[src/source/srd_cfg.svh]
/* Symbol-rate divider build configuration
   Sample width, base divide, identity and APB address width */

`ifndef SRD_CFG_SVH
`define SRD_CFG_SVH

//////////////////////////////
// Sample stream
//////////////////////////////

// Width of each of I and Q
`define SRD_SAMPLE_W 16

// Repeat count at full rate, 1 to 3 supported
`define SRD_BASE_DIV 1

//////////////////////////////
// Register block
//////////////////////////////

`define SRD_MODULE_ID      16'h5D31
`define SRD_MODULE_VERSION 16'h0001

// Byte address width of the APB slave
`define SRD_APB_AW 4

`endif

[src/source/srd_pkg.sv]
/* Symbol-rate divider types
   Sample layout, rate selection encoding and register map */

`include "srd_cfg.svh"

package srd_pkg;

    //////////////////////////////
    // Stream payload
    //////////////////////////////

    // Complex sample, I in the upper half
    typedef struct packed {
        logic [`SRD_SAMPLE_W-1:0] i;
        logic [`SRD_SAMPLE_W-1:0] q;
    } iq_sample_t;

    // Rate selection, value 3 is reserved
    typedef enum logic [1:0] {
        RATE_FULL    = 2'd0,
        RATE_HALF    = 2'd1,
        RATE_QUARTER = 2'd2
    } symb_rate_sel_e;

    //////////////////////////////
    // Register byte offsets
    //////////////////////////////

    // ID in upper half, version in lower half
    localparam logic [`SRD_APB_AW-1:0] REG_ID       = 'h0;
    // Rate selection in bits 1:0
    localparam logic [`SRD_APB_AW-1:0] REG_SEL      = 'h4;
    // Base divide, read only
    localparam logic [`SRD_APB_AW-1:0] REG_DIV      = 'h8;
    // Accepted symbol count, write clears
    localparam logic [`SRD_APB_AW-1:0] REG_SYMB_CNT = 'hC;

endpackage

[src/source/srd_apb_regs.sv]
/* Symbol-rate divider APB register block
   Holds the rate selection and counts accepted input symbols */

`include "srd_cfg.svh"

module srd_apb_regs
    import srd_pkg::*;
(
    input  logic                   clk_ifc_avmm,
    input  logic                   rst_i,

    input  logic                   psel_i,
    input  logic                   penable_i,
    input  logic                   pwrite_i,
    input  logic [`SRD_APB_AW-1:0] paddr_i,
    input  logic [31:0]            pwdata_i,
    output logic [31:0]            prdata_o,
    output logic                   pready_o,
    output logic                   pslverr_o,

    output symb_rate_sel_e         rate_sel_o,
    input  logic                   symb_accept_i
);

    //////////////////////////////
    // Signal declarations
    //////////////////////////////

    logic           access;
    logic           wr_access;
    logic           addr_err;
    logic           wr_err;
    logic           xfer_err;
    logic           sel_wr_en;
    logic           cnt_clr;
    logic [31:0]    rd_data;

    symb_rate_sel_e rate_sel_q;
    logic [15:0]    symb_cnt_q;

    //////////////////////////////
    // Access decode
    //////////////////////////////

    // Second cycle of a transfer
    assign access    = psel_i & penable_i;
    assign wr_access = access & pwrite_i;

    // No wait states
    assign pready_o = 1'b1;

    always_comb begin
        addr_err = 1'b0;
        wr_err   = 1'b0;
        case (paddr_i)
            REG_ID, REG_DIV: begin
                wr_err = pwrite_i;
            end
            REG_SEL: begin
                // Reserved encoding is rejected
                wr_err = pwrite_i & (pwdata_i[1:0] == 2'd3);
            end
            REG_SYMB_CNT: begin
                wr_err = 1'b0;
            end
            default: begin
                addr_err = 1'b1;
            end
        endcase
    end

    assign xfer_err  = addr_err | wr_err;
    assign pslverr_o = access & xfer_err;

    assign sel_wr_en = wr_access & (paddr_i == REG_SEL) & ~xfer_err;
    assign cnt_clr   = wr_access & (paddr_i == REG_SYMB_CNT);

    //////////////////////////////
    // Registers
    //////////////////////////////

    always_ff @(posedge clk_ifc_avmm) begin
        if (rst_i) begin
            rate_sel_q <= RATE_FULL;
        end else if (sel_wr_en) begin
            rate_sel_q <= symb_rate_sel_e'(pwdata_i[1:0]);
        end
    end

    // Wrapping count, clear wins over increment
    always_ff @(posedge clk_ifc_avmm) begin
        if (rst_i) begin
            symb_cnt_q <= '0;
        end else if (cnt_clr) begin
            symb_cnt_q <= '0;
        end else if (symb_accept_i) begin
            symb_cnt_q <= symb_cnt_q + 16'd1;
        end
    end

    assign rate_sel_o = rate_sel_q;

    //////////////////////////////
    // Read data
    //////////////////////////////

    always_comb begin
        case (paddr_i)
            REG_ID:       rd_data = {`SRD_MODULE_ID, `SRD_MODULE_VERSION};
            REG_SEL:      rd_data = {30'd0, rate_sel_q};
            REG_DIV:      rd_data = 32'(`SRD_BASE_DIV);
            REG_SYMB_CNT: rd_data = {16'd0, symb_cnt_q};
            default:      rd_data = '0;
        endcase
    end

    // Only driven during a read access
    assign prdata_o = (access & ~pwrite_i) ? rd_data : '0;

endmodule

[src/source/srd_sample_repeater.sv]
/* Sample repeater for the transmit symbol-rate divider
   Presents each accepted sample for the selected number of output transfers */

`include "srd_cfg.svh"

module srd_sample_repeater
    import srd_pkg::*;
#(
    parameter type payload_t = logic [31:0]
) (
    input  logic           clk_ifc_avmm,
    input  logic           rst_i,

    input  symb_rate_sel_e rate_sel_i,

    input  logic           in_valid_i,
    output logic           in_ready_o,
    input  payload_t       in_data_i,

    output logic           out_valid_o,
    output payload_t       out_data_o,
    input  logic           out_ready_i,

    output logic           symb_accept_o
);

    //////////////////////////////
    // Constants and helpers
    //////////////////////////////

    // Largest repeat count is four times the base divide
    localparam int MAX_REP = `SRD_BASE_DIV * 4;
    localparam int CNT_W   = $clog2(MAX_REP + 1);

    // Total repetitions for one sample at the given rate
    function automatic logic [CNT_W-1:0] rep_count(input symb_rate_sel_e sel);
        int factor;
        case (sel)
            RATE_FULL:    factor = 1;
            RATE_HALF:    factor = 2;
            RATE_QUARTER: factor = 4;
            default:      factor = 1;
        endcase
        return CNT_W'(`SRD_BASE_DIV * factor);
    endfunction

    //////////////////////////////
    // Signal declarations
    //////////////////////////////

    payload_t         data_q;
    logic [CNT_W-1:0] rem_cnt_q;

    logic             in_fire;
    logic             out_fire;
    logic             last_rep;

    //////////////////////////////
    // Handshakes
    //////////////////////////////

    // Holding a sample while repetitions remain
    assign out_valid_o = (rem_cnt_q != '0);
    assign out_data_o  = data_q;

    assign out_fire = out_valid_o & out_ready_i;
    assign last_rep = (rem_cnt_q == CNT_W'(1));

    // Empty, or the final repetition leaves this cycle
    assign in_ready_o = ~out_valid_o | (out_fire & last_rep);
    assign in_fire    = in_valid_i & in_ready_o;

    assign symb_accept_o = in_fire;

    //////////////////////////////
    // Repeat counter
    //////////////////////////////

    // Count is fixed when the sample is taken
    always_ff @(posedge clk_ifc_avmm) begin
        if (rst_i) begin
            rem_cnt_q <= '0;
        end else if (in_fire) begin
            rem_cnt_q <= rep_count(rate_sel_i);
        end else if (out_fire) begin
            rem_cnt_q <= rem_cnt_q - CNT_W'(1);
        end
    end

    // Payload
    always_ff @(posedge clk_ifc_avmm) begin
        if (in_fire) begin
            data_q <= in_data_i;
        end
    end

endmodule

[src/source/srd_top.sv]
/* Transmit symbol-rate divider top level
   APB register block beside the sample repeater */

`include "srd_cfg.svh"

module srd_top
    import srd_pkg::*;
(
    input  logic                   clk_ifc_avmm,
    input  logic                   rst_i,

    // APB slave
    input  logic                   psel_i,
    input  logic                   penable_i,
    input  logic                   pwrite_i,
    input  logic [`SRD_APB_AW-1:0] paddr_i,
    input  logic [31:0]            pwdata_i,
    output logic [31:0]            prdata_o,
    output logic                   pready_o,
    output logic                   pslverr_o,

    // From the modulator
    input  logic                   in_valid_i,
    output logic                   in_ready_o,
    input  iq_sample_t             in_data_i,

    // To the DAC feed
    output logic                   out_valid_o,
    output iq_sample_t             out_data_o,
    input  logic                   out_ready_i
);

    //////////////////////////////
    // Internal wiring
    //////////////////////////////

    symb_rate_sel_e rate_sel;
    logic           symb_accept;

    srd_apb_regs u_regs (
        .clk_ifc_avmm  ( clk_ifc_avmm ),
        .rst_i         ( rst_i        ),
        .psel_i        ( psel_i       ),
        .penable_i     ( penable_i    ),
        .pwrite_i      ( pwrite_i     ),
        .paddr_i       ( paddr_i      ),
        .pwdata_i      ( pwdata_i     ),
        .prdata_o      ( prdata_o     ),
        .pready_o      ( pready_o     ),
        .pslverr_o     ( pslverr_o    ),
        .rate_sel_o    ( rate_sel     ),
        .symb_accept_i ( symb_accept  )
    );

    srd_sample_repeater #(
        .payload_t     ( iq_sample_t  )
    ) u_repeater (
        .clk_ifc_avmm  ( clk_ifc_avmm ),
        .rst_i         ( rst_i        ),
        .rate_sel_i    ( rate_sel     ),
        .in_valid_i    ( in_valid_i   ),
        .in_ready_o    ( in_ready_o   ),
        .in_data_i     ( in_data_i    ),
        .out_valid_o   ( out_valid_o  ),
        .out_data_o    ( out_data_o   ),
        .out_ready_i   ( out_ready_i  ),
        .symb_accept_o ( symb_accept  )
    );

endmodule

[config.mk]
export PLATFORM = sky130hd
export DESIGN_NAME = srd_top
export DESIGN_NICKNAME = d
export VERILOG_FILES = /design/src/source/srd_pkg.sv /design/src/source/srd_apb_regs.sv /design/src/source/srd_sample_repeater.sv /design/src/source/srd_top.sv
export VERILOG_INCLUDE_DIRS = /design/src /design/src/source
export SDC_FILE = /design/constraint.sdc
export NUM_CORES = 1
export LEC_CHECK = 0
export ABC_AREA = 1
export ABC_CLOCK_PERIOD_IN_PS = 2500
export BUFFER_PORTS_ARGS = -buffer_cell sky130_fd_sc_hd__buf_4
export CAP_MARGIN = 15
export CELL_PAD_IN_SITES_DETAIL_PLACEMENT = 0
export CELL_PAD_IN_SITES_GLOBAL_PLACEMENT = 2
export CORE_AREA = 2 2 101 103
export DETAILED_ROUTE_END_ITERATION = 10
export DIE_AREA = 0 0 103 105
export MAX_ROUTING_LAYER = met4
export PLACE_DENSITY_LB_ADDON = 0.3
export SLEW_MARGIN = 20
export SYNTH_ARGS = -nofsm -noshare
export SYNTH_HDL_FRONTEND = slang
export SYNTH_SLANG_ARGS = --single-unit
[constraint.sdc]
create_clock -name clk_ifc_avmm -period 2.5 [get_ports clk_ifc_avmm]
set_input_delay 0.125 -clock clk_ifc_avmm [delete_from_list [all_inputs] [get_ports clk_ifc_avmm]]
set_output_delay 0.125 -clock clk_ifc_avmm [all_outputs]
set_load 0.005 [all_outputs]
## Yosys cells after proc, flatten, opt, wreduce, memory -nomap -nowiden

Index checks and enable logic that the tools add are counted.

| cells by class | value |
|---|---|
| add/sub/neg operators | 2 |
| $mul | 0 |
| divide/modulo/power cells | 0 |
| magnitude comparators | 0 |
| equal/unequal tests | 7 |
| shift-type cells | 0 |
| mux-type cells | 7 |
| bitwise gates (word level) | 16 |
| reduce and logical (&&, ||, !) cells | 6 |

Operator list:

| cell | count |
|---|---|
| $pmux W31 S4 | 1 |
| $mux W31 | 1 |
| $add A16 B1 Y16 const B | 1 |
| $and A1 B1 Y1 | 11 |
| $eq A4 B4 Y1 const B | 2 |
| $mux W3 | 2 |
| $pmux W3 S2 | 1 |
| $eq A2 B2 Y1 const B | 2 |
| $eq A4 B3 Y1 const B | 1 |
| $logic_not A4 Y1 | 1 |
| $reduce_or A2 Y1 | 2 |
| $reduce_or A4 Y1 | 1 |
| $eq A3 B1 Y1 const B | 1 |
| $not A1 Y1 | 3 |
| $reduce_bool A3 Y1 | 1 |
| $sub A3 B1 Y3 const B | 1 |
| $eq A2 B1 Y1 const B | 1 |
| $or A1 B1 Y1 | 2 |
| $pmux W1 S2 | 1 |
| $reduce_bool A2 Y1 | 1 |
| $mux W1 | 1 |

| word-level totals | value |
|---|---|
| bits in registers | 53 |
| latch bits | 0 |
| bits in writable memories | 0 |
| bits in read-only memories | 0 |
| output and inout bits | 68 |
| logic and storage cells | 43 |
| memories kept | 0 |

## Longest topological paths before layout

Gate-level depths: netlist (run 1).

| logic depth | value |
|---|---|
| word-level depth | 6 |
| gate-level depth with buffers | 10 |
| mapped depth without buffers | 10 |

## Cells and area by module

A second synthesis (run 1) with hierarchy kept.

| second synthesis, totals | value |
|---|---|
| cell total of the unflattened synthesis | 275 |
| area total of the unflattened synthesis | 2546.2 um2 |

Modules (own cells, without submodules):

| module | times used | cells an instance | area an instance (um2) | sequential area each (um2) |
|---|---|---|---|---|
| srd_sample_repeater | 1 | 75 | 1276.2 | 1021.0 |
| srd_apb_regs | 1 | 200 | 1270.0 | 360.3 |

## Least setup slack after synthesis (run 1)

Ideal clock, no wire load.

| timing | value |
|---|---|
| path kind | register to register |
| start point | register u_repeater.rem_cnt_q[0] |
| end point | register u_regs.symb_cnt_q[3] |
| library setup time | 119 ps |
| arrival time | 1583 ps |
| setup slack | 798 ps |
| stages on the path, launching flop included | 10 |
| buffers on the path | 0 |
| clock period less this slack | 1702 ps |
| cells stage by stage | dfxtp_1 inv_1 ha_1 nand2_2 nand2_2 nand2_4 inv_2 nand2_1 o21ai_0 a21oi_1 |

| between the ends | value |
|---|---|
| cells in the longest elaborated chain, start to end | 5 |

Ends and longest elaborated chain:

| what | line | text |
|---|---|---|
| from (decl) | srd_sample_repeater.sv:52 | `logic [CNT_W-1:0] rem_cnt_q;` |
| from (signal assigned) | srd_sample_repeater.sv:84 | `rem_cnt_q <= rep_count(rate_sel_i);` |
| from (signal assigned) | srd_sample_repeater.sv:86 | `rem_cnt_q <= rem_cnt_q - CNT_W'(1);` |
| $reduce_bool A3 Y1 (*) | srd_sample_repeater.sv:63 | `assign out_valid_o = (rem_cnt_q != '0);` |
| via out_valid_o | srd_top.sv:28 | `output logic out_valid_o,` |
| $and A1 B1 Y1 | srd_sample_repeater.sv:66 | `assign out_fire = out_valid_o & out_ready_i;` |
| $and A1 B1 Y1 | srd_sample_repeater.sv:70 | `assign in_ready_o = ~out_valid_o \| (out_fire & last_rep);` |
| $or A1 B1 Y1 (*) | srd_sample_repeater.sv:70 |  |
| via in_ready_o | srd_top.sv:24 | `output logic in_ready_o,` |
| $and A1 B1 Y1 (*) | srd_sample_repeater.sv:71 | `assign in_fire = in_valid_i & in_ready_o;` |
| to (signal assigned) | srd_apb_regs.sv:97 | `symb_cnt_q <= symb_cnt_q + 16'd1;` |
| to (decl) | srd_apb_regs.sv:39 | `logic [15:0] symb_cnt_q;` |

The timed path passes the listed nets; every way through them passes the cells marked *.
A chain may end at the register's enable or synchronous reset.

## Final worst setup path (run 1)

| timing | value |
|---|---|
| start point | register u_repeater.rem_cnt_q[0] |
| end point | register u_repeater.data_q (netlist bit u_repeater.out_data_o[26]), enable pin |

| between the ends | value |
|---|---|
| cells in the longest elaborated chain, start to end | 5 |

Ends and longest elaborated chain:

| what | line | text |
|---|---|---|
| $reduce_bool A3 Y1 | srd_sample_repeater.sv:63 |  |
| $and A1 B1 Y1 | srd_sample_repeater.sv:66 |  |
| $and A1 B1 Y1 | srd_sample_repeater.sv:70 |  |
| $or A1 B1 Y1 (*) | srd_sample_repeater.sv:70 |  |
| $and A1 B1 Y1 (*) | srd_sample_repeater.sv:71 |  |
| to (signal assigned) | srd_sample_repeater.sv:93 | `data_q <= in_data_i;` |
| to (decl) | srd_sample_repeater.sv:51 | `payload_t data_q;` |

Every way passes the cells marked *; elsewhere a longest branch is shown, timed or not.

==> flow_metrics.env, run 1 <==
export IMPL_start_util_pct=25.4
export IMPL_synth_async_reset_ratio_pct=0
export IMPL_post_cts_buffers=0
export IMPL_drtAntennaViolNets=0
export IMPL_clk_insertion_delay_late_ns=0.31
export IMPL_hp_start="pwdata_i[0]"
export IMPL_grt_first_pass_wirelength_mm=9.63
export IMPL_p_leak_nw=1.60
export IMPL_cts_buffer_depth=2
export IMPL_clock_skew_ns=0.0104
export IMPL_yosysTopAreaCellShare_pct=39.2
export IMPL_gp_congestion=0.724
export IMPL_cts_resized=0
export IMPL_crit_chain="inv_1 -> ha_1 -> nand2_2 -> nand2_2 -> nand2_4 -> inv_2 -> buf_12"
export IMPL_syn_to_final_growth_pct=51.5
export IMPL_drt_iter0_markers=45
export IMPL_hold_depth=3
export IMPL_grt_pass1_vias=2062
export IMPL_fill_cells=1007
export IMPL_worstMarginPinSlew_ns=0.640
export IMPL_port_buffers=103
export IMPL_yosysTopAreaCell="edfxtp_1"
export IMPL_p_per_area_nw_per_um2=560
export IMPL_gr_total_overflow=0
export IMPL_root_buffer="clkbuf_8"
export IMPL_wl_met1_mm=2.87
export IMPL_power_frac_clock_pct=23.1
export IMPL_core_area_um2=9640
export IMPL_cp_arrival_ns=1.94
export IMPL_ys_seq_area_share_pct=56.4
export IMPL_relSlewSlack_pct=57.3
export IMPL_path_clk_slew_ns=0.10
export IMPL_hold_viol=0
export IMPL_cap_viol_max_count=0
export IMPL_reg2reg_depth=7
export IMPL_crit_required_ns=2.52
export IMPL_worst_path_most_repeated_cell="nand2_2"
export IMPL_wl_met2_mm=2.74
export IMPL_grt_use_total_pct=11.5
export IMPL_drive_gt1_share_pct=32.5
export IMPL_drv_slew=0
export IMPL_min_to="u_regs.rate_sel_o[0]"
export IMPL_antenna_found_initial=0
export IMPL_synth_cells=258
export IMPL_p_switching_mw=0.569
export IMPL_drtPass1Iterations=4
export IMPL_htreeDepth=2
export IMPL_peakVddDrop_uv=281
export IMPL_syn_cell_area_um2=2450
export IMPL_crit_type="flip-flop to flip-flop"
export IMPL_cts_sinks=53
export IMPL_cts_tree="built"
export IMPL_synth_edf_count=32
export IMPL_outcome="finished clean"
export IMPL_ys_warn_count=0
export IMPL_syn_area_per_cell_um2=9.50
export IMPL_die_width_um=103
export IMPL_max_stage_delay_ns=0.46
export IMPL_combPwrFrac_pct=24.3
export IMPL_num_rows=36
export IMPL_final_instance_count_excl_fill=524
export IMPL_synth_most_common_cell="nand2_1"
export IMPL_synthTopCellsByCount="nand2_1 (41), inv_1 (36), edfxtp_1 (32)"
export IMPL_reg2reg_slack_ns=0.58
export IMPL_cp_start_kind="flip-flop"
export IMPL_p_seq_share_pct=52.6
export IMPL_crit_path_end_kind="flip-flop"
export IMPL_wire_per_inst_um=11.9
export IMPL_placedCellCount=483
export IMPL_synthTopCellsByArea="edfxtp_1 (39%), dfxtp_1 (17%), nand2_1 (6.3%)"
export IMPL_swShare_pct=27.4
export IMPL_dp_hpwl_mm=4.42
export IMPL_synth_cell_types=31
export IMPL_die_area_um2=10800
export IMPL_hold_path_class="input port to flip-flop"
export IMPL_grt_max_degree=26
export IMPL_finalWirelength_mm=6.24
export IMPL_p_int_mw=1.51
export IMPL_cts_hold_buf=33
export IMPL_die_h_um=105
export IMPL_synth_flop_cell="edfxtp_1"
export IMPL_fin_setup_tns_ns=0
export IMPL_antennaDiodeCount=0
export IMPL_fin_crit_sh_pct=76.6
export IMPL_cts_made_buffers=5
export IMPL_routed_via_count=2125
export IMPL_setup_viol=0
export IMPL_rr_endpoint="u_repeater.out_data_o[26]"
export IMPL_route_detailed_drc=0
export IMPL_ys_ff_latch=53
export IMPL_io_pins=143
export IMPL_crit_path_top_delay_cell="inv_2"
export IMPL_wl_met3_um=570
export IMPL_finalNetCount=471
export IMPL_rsz0062_at_grt="no"
export IMPL_fmaxAchievable_ghz=0.522
export IMPL_r2r_start="u_repeater.rem_cnt_q[0]"
export IMPL_vias_per_cell=4.06
export IMPL_fin_crit_ns=1.92
export IMPL_critPathMaxFanout=25
export IMPL_top_layer="met4"
routing by layer:
metal | vias to the layer above | global-route usage (%)
li1 | 1082 | -
met1 | 940 | 14.3
met2 | 99 | 18.7
met3 | 4 | 2.54
met4 | 0 | 3.10
met5 | - | -
critical path, delay by kind of cell, from the launching register on:
family	cells	cell delay (ns)
buf+inv	3	0.77
fa+ha+maj	1	0.16
flops	1	0.34
simple gates	3	0.35
cells in the final DEF, fill, tap and decap left out, types with 2 or more instances in the layout:
cell type	n
a21oi_1	14
buf_4	104
clkbuf_8	5
clkinvlp_4	2
conb_1	9
dfxtp_1	21
dlygate4sd3_1	33
edfxtp_1	32
ha_1	6
inv_1	36
inv_2	3
nand2_1	41
nand2_2	3
nand3_1	10
nand3_2	3
nand4_1	2
nor2_1	20
nor3_1	19
o21ai_0	12
xor2_1	3
how the worst max path moves through the flow:
stage                            start                        end  slack [ns]  depth (start not counted)
4_1_cts        u_repeater.rem_cnt_q[0]  u_repeater.out_data_o[17]        0.53                          7
3_5_place_dp   u_repeater.rem_cnt_q[0]  u_repeater.out_data_o[23]        0.54                          7
6_report       u_repeater.rem_cnt_q[0]  u_repeater.out_data_o[26]        0.58                          7
3_3_place_gp   u_repeater.rem_cnt_q[0]  u_repeater.out_data_o[23]        0.55                          7
5_1_grt        u_repeater.rem_cnt_q[1]      u_regs.symb_cnt_q[12]        0.41                          9
2_1_floorplan  u_repeater.rem_cnt_q[0]       u_regs.symb_cnt_q[3]        0.80                          9
per-stage QoR:
step	util, %	worst slack (ns)	hold WS [ns]	power (mW)	instance area (µm²)
finish	38.5	0.584	0.0999	2.08	3710
global route	38.5	0.409	0.134	2.20	3710
CTS	38.5	0.528	0.0940	2.12	3710
detailed placement	34.2	0.540	0.304	1.58	3290
global placement	34.2	0.553	0.303	1.58	3290
floorplan	-	0.798	0.194	1.32	2480
logic make-up after synthesis:
group           synth area share (%)
buf+inv                         12.1
other cells                    0.306
fa+ha+maj                       3.06
xor+xnor                        1.07
compound gates                  6.84
simple gates                    20.3
flops                           56.4
power by group through the flow:
stage	clock network (mW)	logic [mW]	registers [mW]
after floorplan	0	0.203	1.12
after global placement	0	0.468	1.11
after global routing	0.528	0.566	1.10
after detailed placement	0	0.470	1.11
final	0.480	0.505	1.09
after CTS	0.508	0.514	1.09
sequential cells by signal, indices dropped and copies added (netlist names):
signal                 flops
u_repeater.rem_cnt_q       3
u_regs.symb_cnt_q         16
u_repeater.out_data_o     32
u_regs.rate_sel_o          2
final cells by class:
type | instances | area, µm² | share of cell area [%]
inverters | 39 | 146 | 3.94
flip-flops and latches | 53 | 1380 | 37.2
clock inverters | 2 | 15.0 | 0.404
repair buffers | 138 | 1130 | 30.5
clock buffers | 6 | 72.6 | 1.95
well taps | 133 | 166 | 4.48
multi-input cells | 153 | 800 | 21.5
No activity file was read; power rests on OpenSTA's default activity.
==> run 2, diff against run 1 <==
--- a/config.mk
+++ b/config.mk
@@ -7,14 +7,14 @@
 export NUM_CORES = 1
 export LEC_CHECK = 0
 export ABC_AREA = 1
-export ABC_CLOCK_PERIOD_IN_PS = 2500
+export ABC_CLOCK_PERIOD_IN_PS = 1800
 export BUFFER_PORTS_ARGS = -buffer_cell sky130_fd_sc_hd__buf_4
 export CAP_MARGIN = 15
 export CELL_PAD_IN_SITES_DETAIL_PLACEMENT = 0
 export CELL_PAD_IN_SITES_GLOBAL_PLACEMENT = 2
-export CORE_AREA = 2 2 101 103
+export CORE_AREA = 2 2 105 107
 export DETAILED_ROUTE_END_ITERATION = 10
-export DIE_AREA = 0 0 103 105
+export DIE_AREA = 0 0 107 109
 export MAX_ROUTING_LAYER = met4
 export PLACE_DENSITY_LB_ADDON = 0.3
 export SLEW_MARGIN = 20
==> constraint.sdc (replaced) <==
create_clock -name clk_ifc_avmm -period 1.8 [get_ports clk_ifc_avmm]
set_input_delay 0.09 -clock clk_ifc_avmm [delete_from_list [all_inputs] [get_ports clk_ifc_avmm]]
set_output_delay 0.09 -clock clk_ifc_avmm [all_outputs]
set_load 0.005 [all_outputs]
==> run 2 against run 1 <==
Net effect:
- critical path depth unchanged
- worst hold slack worse by 0.028 ns
- combinational power up 45%
- worst setup slack worse by 0.33 ns
- count of clock-buffer cells in the layout down 1
- core utilization down 2.9 points
==> flow_metrics.env, run 2 (same netlist as run 1, synthesis figures left out) <==
export IMPL_outcome="finished clean"
export IMPL_route_detailed_drc=0
export IMPL_swShare_pct=25.8
export IMPL_routed_via_count=2128
export IMPL_final_common_cell="buf_4"
export IMPL_finalCoreUtilization_pct=35.6
export IMPL_hold_path_class="input port to flip-flop"
export IMPL_p_switching_mw=0.785
export IMPL_die_h_um=109
export IMPL_cts_sinks=53
export IMPL_clock_skew_ns=0.0121
export IMPL_port_buffers=103
export IMPL_cts_made_buffers=5
export IMPL_wire_per_inst_um=11.7
export IMPL_cp_start_kind="flip-flop"
export IMPL_crit_path_end_kind="flip-flop"
export IMPL_rsz0062_at_grt="no"
export IMPL_io_pins=143
export IMPL_p_per_area_nw_per_um2=805
export IMPL_antenna_found_initial=0
export IMPL_final_instance_count_excl_fill=535
export IMPL_setup_viol=0
export IMPL_cts_tree="built"
export IMPL_num_rows=38
export IMPL_relSlewSlack_pct=66.2
export IMPL_syn_to_final_growth_pct=54.0
export IMPL_path_clk_slew_ns=0.10
export IMPL_placedCellCount=494
export IMPL_hold_viol=0
export IMPL_crit_required_ns=1.80
export IMPL_power_frac_clock_pct=26.0
export IMPL_drt_iter0_markers=96
export IMPL_peakVddDrop_uv=274
export IMPL_die_width_um=107
export IMPL_critPathMaxFanout=32
export IMPL_drv_slew=0
export IMPL_final_cell_mix="buf_4 (108), nand2_1 (41), inv_1 (36)"
export IMPL_vias_per_cell=3.98
export IMPL_cts_buffer_depth=2
export IMPL_fin_crit_ns=1.55
export IMPL_grt_first_pass_wirelength_mm=9.80
export IMPL_cts_hold_buf=33
export IMPL_drtAntennaViolNets=0
export IMPL_cts_resized=0
export IMPL_p_seq_share_pct=49.9
export IMPL_grt_use_total_pct=11.0
export IMPL_combPwrFrac_pct=24.1
export IMPL_grt_pass1_vias=2021
export IMPL_dp_hpwl_mm=4.53
export IMPL_finalNetCount=475
export IMPL_dpl_cell_area_um2=3330
export IMPL_crit_type="flip-flop to flip-flop"
export IMPL_worstMarginPinSlew_ns=0.507
export IMPL_largest_reg_flops=32
export IMPL_p_leak_nw=1.63
export IMPL_finalWirelength_mm=6.23
export IMPL_gr_total_overflow=0
export IMPL_antennaDiodeCount=0
export IMPL_core_area_um2=10600
export IMPL_start_util_pct=23.1
export IMPL_post_cts_buffers=0
export IMPL_grt_max_degree=33
export IMPL_drive_gt1_share_pct=33.2
export IMPL_p_int_mw=2.25
export IMPL_fin_setup_tns_ns=0
export IMPL_cap_viol_max_count=0
export IMPL_htreeDepth=2
export IMPL_clk_insertion_delay_late_ns=0.30
export IMPL_fin_crit_sh_pct=85.9
export IMPL_root_buffer="clkbuf_8"
export IMPL_drtPass1Iterations=4
export IMPL_cp_arrival_ns=1.55
export IMPL_gp_congestion=0.688
export IMPL_die_area_um2=11700
export IMPL_final_design_area_no_fill_um2=3770
export IMPL_fmaxAchievable_ghz=0.647
[run 2: final timing paths]
path / from / to / slack, ns / depth (start not counted)
worst min register to register: u_regs.symb_cnt_q[4] / u_regs.symb_cnt_q[4] / 0.47 / 2
worst min-delay path: pwdata_i[0] / u_regs.rate_sel_o[0] / 0.07 / 3
worst max-delay path: u_repeater.rem_cnt_q[0] / u_repeater.out_data_o[18] / 0.25 / 7
worst max register to register: u_repeater.rem_cnt_q[0] / u_repeater.out_data_o[18] / 0.25 / 7
[run 2: stage by stage]
stage / setup slack (ns) / hold slack [ns] / power (mW)
CTS: 0.224 / 0.0518 / 3.11
floorplan: 0.0976 / 0.159 / 1.84
global placement: 0.266 / 0.268 / 2.22
detailed placement: 0.251 / 0.270 / 2.23
global route: 0.0741 / 0.0908 / 3.22
finish: 0.254 / 0.0719 / 3.04
[run 2: layer usage]
layer | GRT usage (%) | share of wire [%] | vias up
li1 | - | - | 1089
met1 | 13.1 | 45 | 932
met2 | 18.9 | 47 | 103
met3 | 2.09 | 6.9 | 4
met4 | 3.62 | 0.99 | 0
met5 | - | 0 | -
[run 2: cell type report]
class / count / area (µm²)
inverter: 39 / 146
timing repair buffer: 142 / 1160
clock buffer: 5 / 68.8
multi-input combinational: 153 / 800
tap: 140 / 175
sequential: 53 / 1380
fill: 1087 / 6830
clock inverter: 3 / 41.3
[run 2: critical path: stages, from the launching register on]
cell     delay (ns)
dfxtp_1        0.35
inv_1          0.08
ha_1           0.16
nand2_2        0.07
nand2_2        0.10
nand2_4        0.05
inv_2          0.19
buf_12         0.24
[run 2: power groups by stage]
stage | clock, mW | combinational (mW) | sequential (mW)
floorplan | 0 | 0.281 | 1.56
global route | 0.884 | 0.808 | 1.53
finish | 0.791 | 0.731 | 1.52
global placement | 0 | 0.680 | 1.54
detailed placement | 0 | 0.683 | 1.54
CTS | 0.846 | 0.743 | 1.52
==> run 3, diff against run 2 <==
--- a/config.mk
+++ b/config.mk
@@ -6,17 +6,17 @@
 export SDC_FILE = /design/constraint.sdc
 export NUM_CORES = 1
 export LEC_CHECK = 0
-export ABC_AREA = 1
 export ABC_CLOCK_PERIOD_IN_PS = 1800
 export BUFFER_PORTS_ARGS = -buffer_cell sky130_fd_sc_hd__buf_4
 export CAP_MARGIN = 15
 export CELL_PAD_IN_SITES_DETAIL_PLACEMENT = 0
 export CELL_PAD_IN_SITES_GLOBAL_PLACEMENT = 2
-export CORE_AREA = 2 2 105 107
+export CORE_AREA = 2 2 102 104
 export DETAILED_ROUTE_END_ITERATION = 10
-export DIE_AREA = 0 0 107 109
+export DIE_AREA = 0 0 104 106
 export MAX_ROUTING_LAYER = met4
 export PLACE_DENSITY_LB_ADDON = 0.3
+export RECOVER_POWER = 50
 export SLEW_MARGIN = 20
 export SYNTH_ARGS = -nofsm -noshare
 export SYNTH_HDL_FRONTEND = slang
==> run 3 against run 2 <==
Net effect:
- sequential share of layout area is 0.19 points higher
- combinational power is 63% higher
- critical path depth is 1 lower
- highest routed layer unchanged
- first-iteration DRC count is 47% lower
- synthesized cell count is 21% lower
- sequential cell count stayed put
- die area is 5.5% lower
- sequential power is 12% higher
==> flow_metrics.env, run 3 <==
export IMPL_grt_max_degree=34
export IMPL_p_switching_mw=1.09
export IMPL_ys_ff_latch=53
export IMPL_rr_endpoint="u_regs.symb_cnt_q[15]"
export IMPL_dp_hpwl_mm=4.47
export IMPL_cp_arrival_ns=1.99
export IMPL_placedCellCount=442
export IMPL_setup_ws_ns=0.0577
export IMPL_grt_pass1_vias=1976
export IMPL_rsz0062_at_grt="no"
export IMPL_whs_ns=0.0339
export IMPL_fin_setup_tns_ns=0
export IMPL_hold_path_class="input port to flip-flop"
export IMPL_drive_gt1_share_pct=37.2
export IMPL_seqCellArea_um2=1390
export IMPL_die_h_um=106
export IMPL_finalCoreUtilization_pct=37.7
export IMPL_peakVddDrop_uv=500
export IMPL_post_cts_buffers=0
export IMPL_io_pins=143
export IMPL_combPwrFrac_pct=32.1
export IMPL_critPathMaxFanout=7
export IMPL_hold_viol=0
export IMPL_core_area_um2=10000
export IMPL_final_cell_mix="clkbuf_4 (58), buf_4 (44), dlygate4sd3_1 (33)"
export IMPL_synthSimpleGateAreaFrac_pct=17.5
export IMPL_clock_skew_ns=0.00879
export IMPL_synthMuxAreaShare_pct=1.71
export IMPL_yosysTopAreaCell="edfxtp_1"
export IMPL_synth_async_reset_ratio_pct=0
export IMPL_gr_total_overflow=0
export IMPL_hold_depth=3
export IMPL_place_ws_ns=0.0137
export IMPL_htreeDepth=2
export IMPL_crit_path_end_kind="flip-flop"
export IMPL_fmaxAchievable_ghz=0.574
export IMPL_grt_first_pass_wirelength_mm=9.49
export IMPL_swShare_pct=29.4
export IMPL_synth_cells=203
export IMPL_die_width_um=104
export IMPL_root_buffer="clkbuf_8"
export IMPL_synth_compound_area_share_pct=7.89
export IMPL_yosysTopAreaCellShare_pct=40.9
export IMPL_synth_cell_types=39
export IMPL_p_seq_share_pct=46.0
export IMPL_fin_crit_ns=1.74
export IMPL_finalNetCount=427
export IMPL_drv_slew=0
export IMPL_synth_flop_cell="edfxtp_1"
export IMPL_drtAntennaViolNets=0
export IMPL_reg2reg_depth=6
export IMPL_r2r_start="u_repeater.rem_cnt_q[0]"
export IMPL_die_area_um2=11000
export IMPL_power_total_mw=3.72
export IMPL_drtPass1Iterations=4
export IMPL_syn_cell_area_um2=2350
export IMPL_path_clk_slew_ns=0.10
export IMPL_p_int_mw=2.63
export IMPL_reg2reg_slack_ns=0.06
export IMPL_cts_buffer_depth=2
export IMPL_ys_warn_count=0
export IMPL_synth_edf_count=32
export IMPL_synth_most_common_cell="edfxtp_1"
export IMPL_crit_required_ns=2.05
export IMPL_routed_via_count=1944
export IMPL_largest_reg_flops=32
export IMPL_wire_per_inst_um=12.4
export IMPL_hp_start="pwdata_i[0]"
export IMPL_ys_seq_area_share_pct=58.8
export IMPL_cp_start_kind="flip-flop"
export IMPL_synthTopCellsByCount="edfxtp_1 (32), dfxtp_1 (21), buf_4 (16)"
export IMPL_antennaDiodeCount=0
export IMPL_setup_viol=0
export IMPL_clk_insertion_delay_late_ns=0.30
export IMPL_p_leak_nw=1.51
export IMPL_power_frac_clock_pct=21.9
export IMPL_syn_area_per_cell_um2=11.6
export IMPL_fin_crit_sh_pct=96.8
export IMPL_outcome="finished clean"
export IMPL_antenna_found_initial=0
export IMPL_cts_made_buffers=5
export IMPL_vias_per_cell=4.02
export IMPL_synth_xor_xnor_area_share_pct=3.36
export IMPL_final_design_area_no_fill_um2=3770
export IMPL_grt_use_total_pct=11.2
export IMPL_final_common_cell="clkbuf_4"
export IMPL_finalWirelength_mm=5.98
export IMPL_cap_viol_max_count=0
export IMPL_final_instance_count_excl_fill=483
export IMPL_synth_top_family_by_area="simple AND/OR/NAND/NOR gates"
export IMPL_multi_input_area_um2=878
export IMPL_dpl_cell_area_um2=3350
export IMPL_port_buffers=103
export IMPL_fill_cells=1021
export IMPL_drt_iter0_markers=51
export IMPL_min_to="u_regs.rate_sel_o[0]"
export IMPL_synth_fa_ha_area_share_pct=3.20
export IMPL_route_detailed_drc=0
export IMPL_cts_sinks=53
export IMPL_cts_tree="built"
export IMPL_start_util_pct=23.5
export IMPL_synthTopCellsByArea="edfxtp_1 (41%), dfxtp_1 (18%), buf_4 (5.1%)"
export IMPL_num_rows=37
export IMPL_crit_type="flip-flop to flip-flop"
export IMPL_gp_congestion=0.715
export IMPL_p_per_area_nw_per_um2=987
export IMPL_syn_to_final_growth_pct=60.7
## run 3: cell types whose count changed after synthesis, moves of 4 or more
cell | before | now
nand2_1 | 41 | 12
and2_1 | 0 | 13
mux2i_1 | 0 | 4
nor2_1 | 20 | 14
inv_1 | 36 | 6
or4_1 | 0 | 5
o21ai_0 | 12 | 3
o31ai_1 | 0 | 5
nor3_1 | 19 | 3
xnor2_1 | 0 | 4
## run 3: final cells by class
type                       count  share of cell area (%)
clock inverter                 2                    1.03
sequential                    53                    36.8
timing repair buffer         150                    31.6
tap                          136                    4.51
inverter                       6                   0.829
multi-input combinational    130                    23.3
clock buffer                   6                    1.92
## run 3: routing by layer
layer	track usage, %	vias to the layer above	part of all wire (%)
li1	-	987	-
met5	-	-	0
met1	12.2	894	41
met4	5.02	0	3.4
met2	19.5	45	52
met3	2.39	18	3.1
## run 3: logic make-up (layout without fill, tap and decap cells)
logic type | count (synthesis) | in the layout
compound gates | 28 | 28
simple gates | 74 | 74
other cells | 2 | 9
flops | 53 | 53
buf+inv | 27 | 164
xor+xnor | 9 | 9
fa+ha+maj | 6 | 6
mux | 4 | 4
## run 3: how the worst max path moves through the flow
| stage | start | end | depth (start not counted) |
|---|---|---|---|
| after floorplan | u_repeater.rem_cnt_q[0] | u_repeater.rem_cnt_q[1] | 7 |
| after global placement | u_repeater.rem_cnt_q[0] | u_regs.symb_cnt_q[15] | 6 |
| after detailed placement | u_repeater.rem_cnt_q[0] | u_regs.symb_cnt_q[15] | 6 |
| final | u_repeater.rem_cnt_q[0] | u_regs.symb_cnt_q[15] | 6 |
| after CTS | u_repeater.rem_cnt_q[0] | u_regs.symb_cnt_q[15] | 6 |
| after global routing | u_repeater.rem_cnt_q[0] | u_regs.symb_cnt_q[15] | 6 |
## run 3: power groups by stage
stage | Combinational, mW | Sequential [mW] | Clock (mW)
final | 1.19 | 1.71 | 0.815
after global routing | 1.31 | 1.74 | 0.884
after CTS | 1.28 | 1.71 | 0.848
after detailed placement | 1.22 | 1.73 | 0
after global placement | 1.22 | 1.72 | 0
after floorplan | 0.527 | 1.76 | 0
## run 3: critical path, stage by stage (launching register included)
cell,delay (ns)
dfxtp_4,0.37
inv_4,0.07
ha_4,0.14
a21oi_2,0.04
or3_4,0.42
or4_4,0.53
a21oi_2,0.11
## run 3: timing repair
action,in CTS,in global routing
endpoints found under the hold margin,34,0
gates resized for setup,0,9
hold buffers,33,0
setup endpoints to repair,0,4
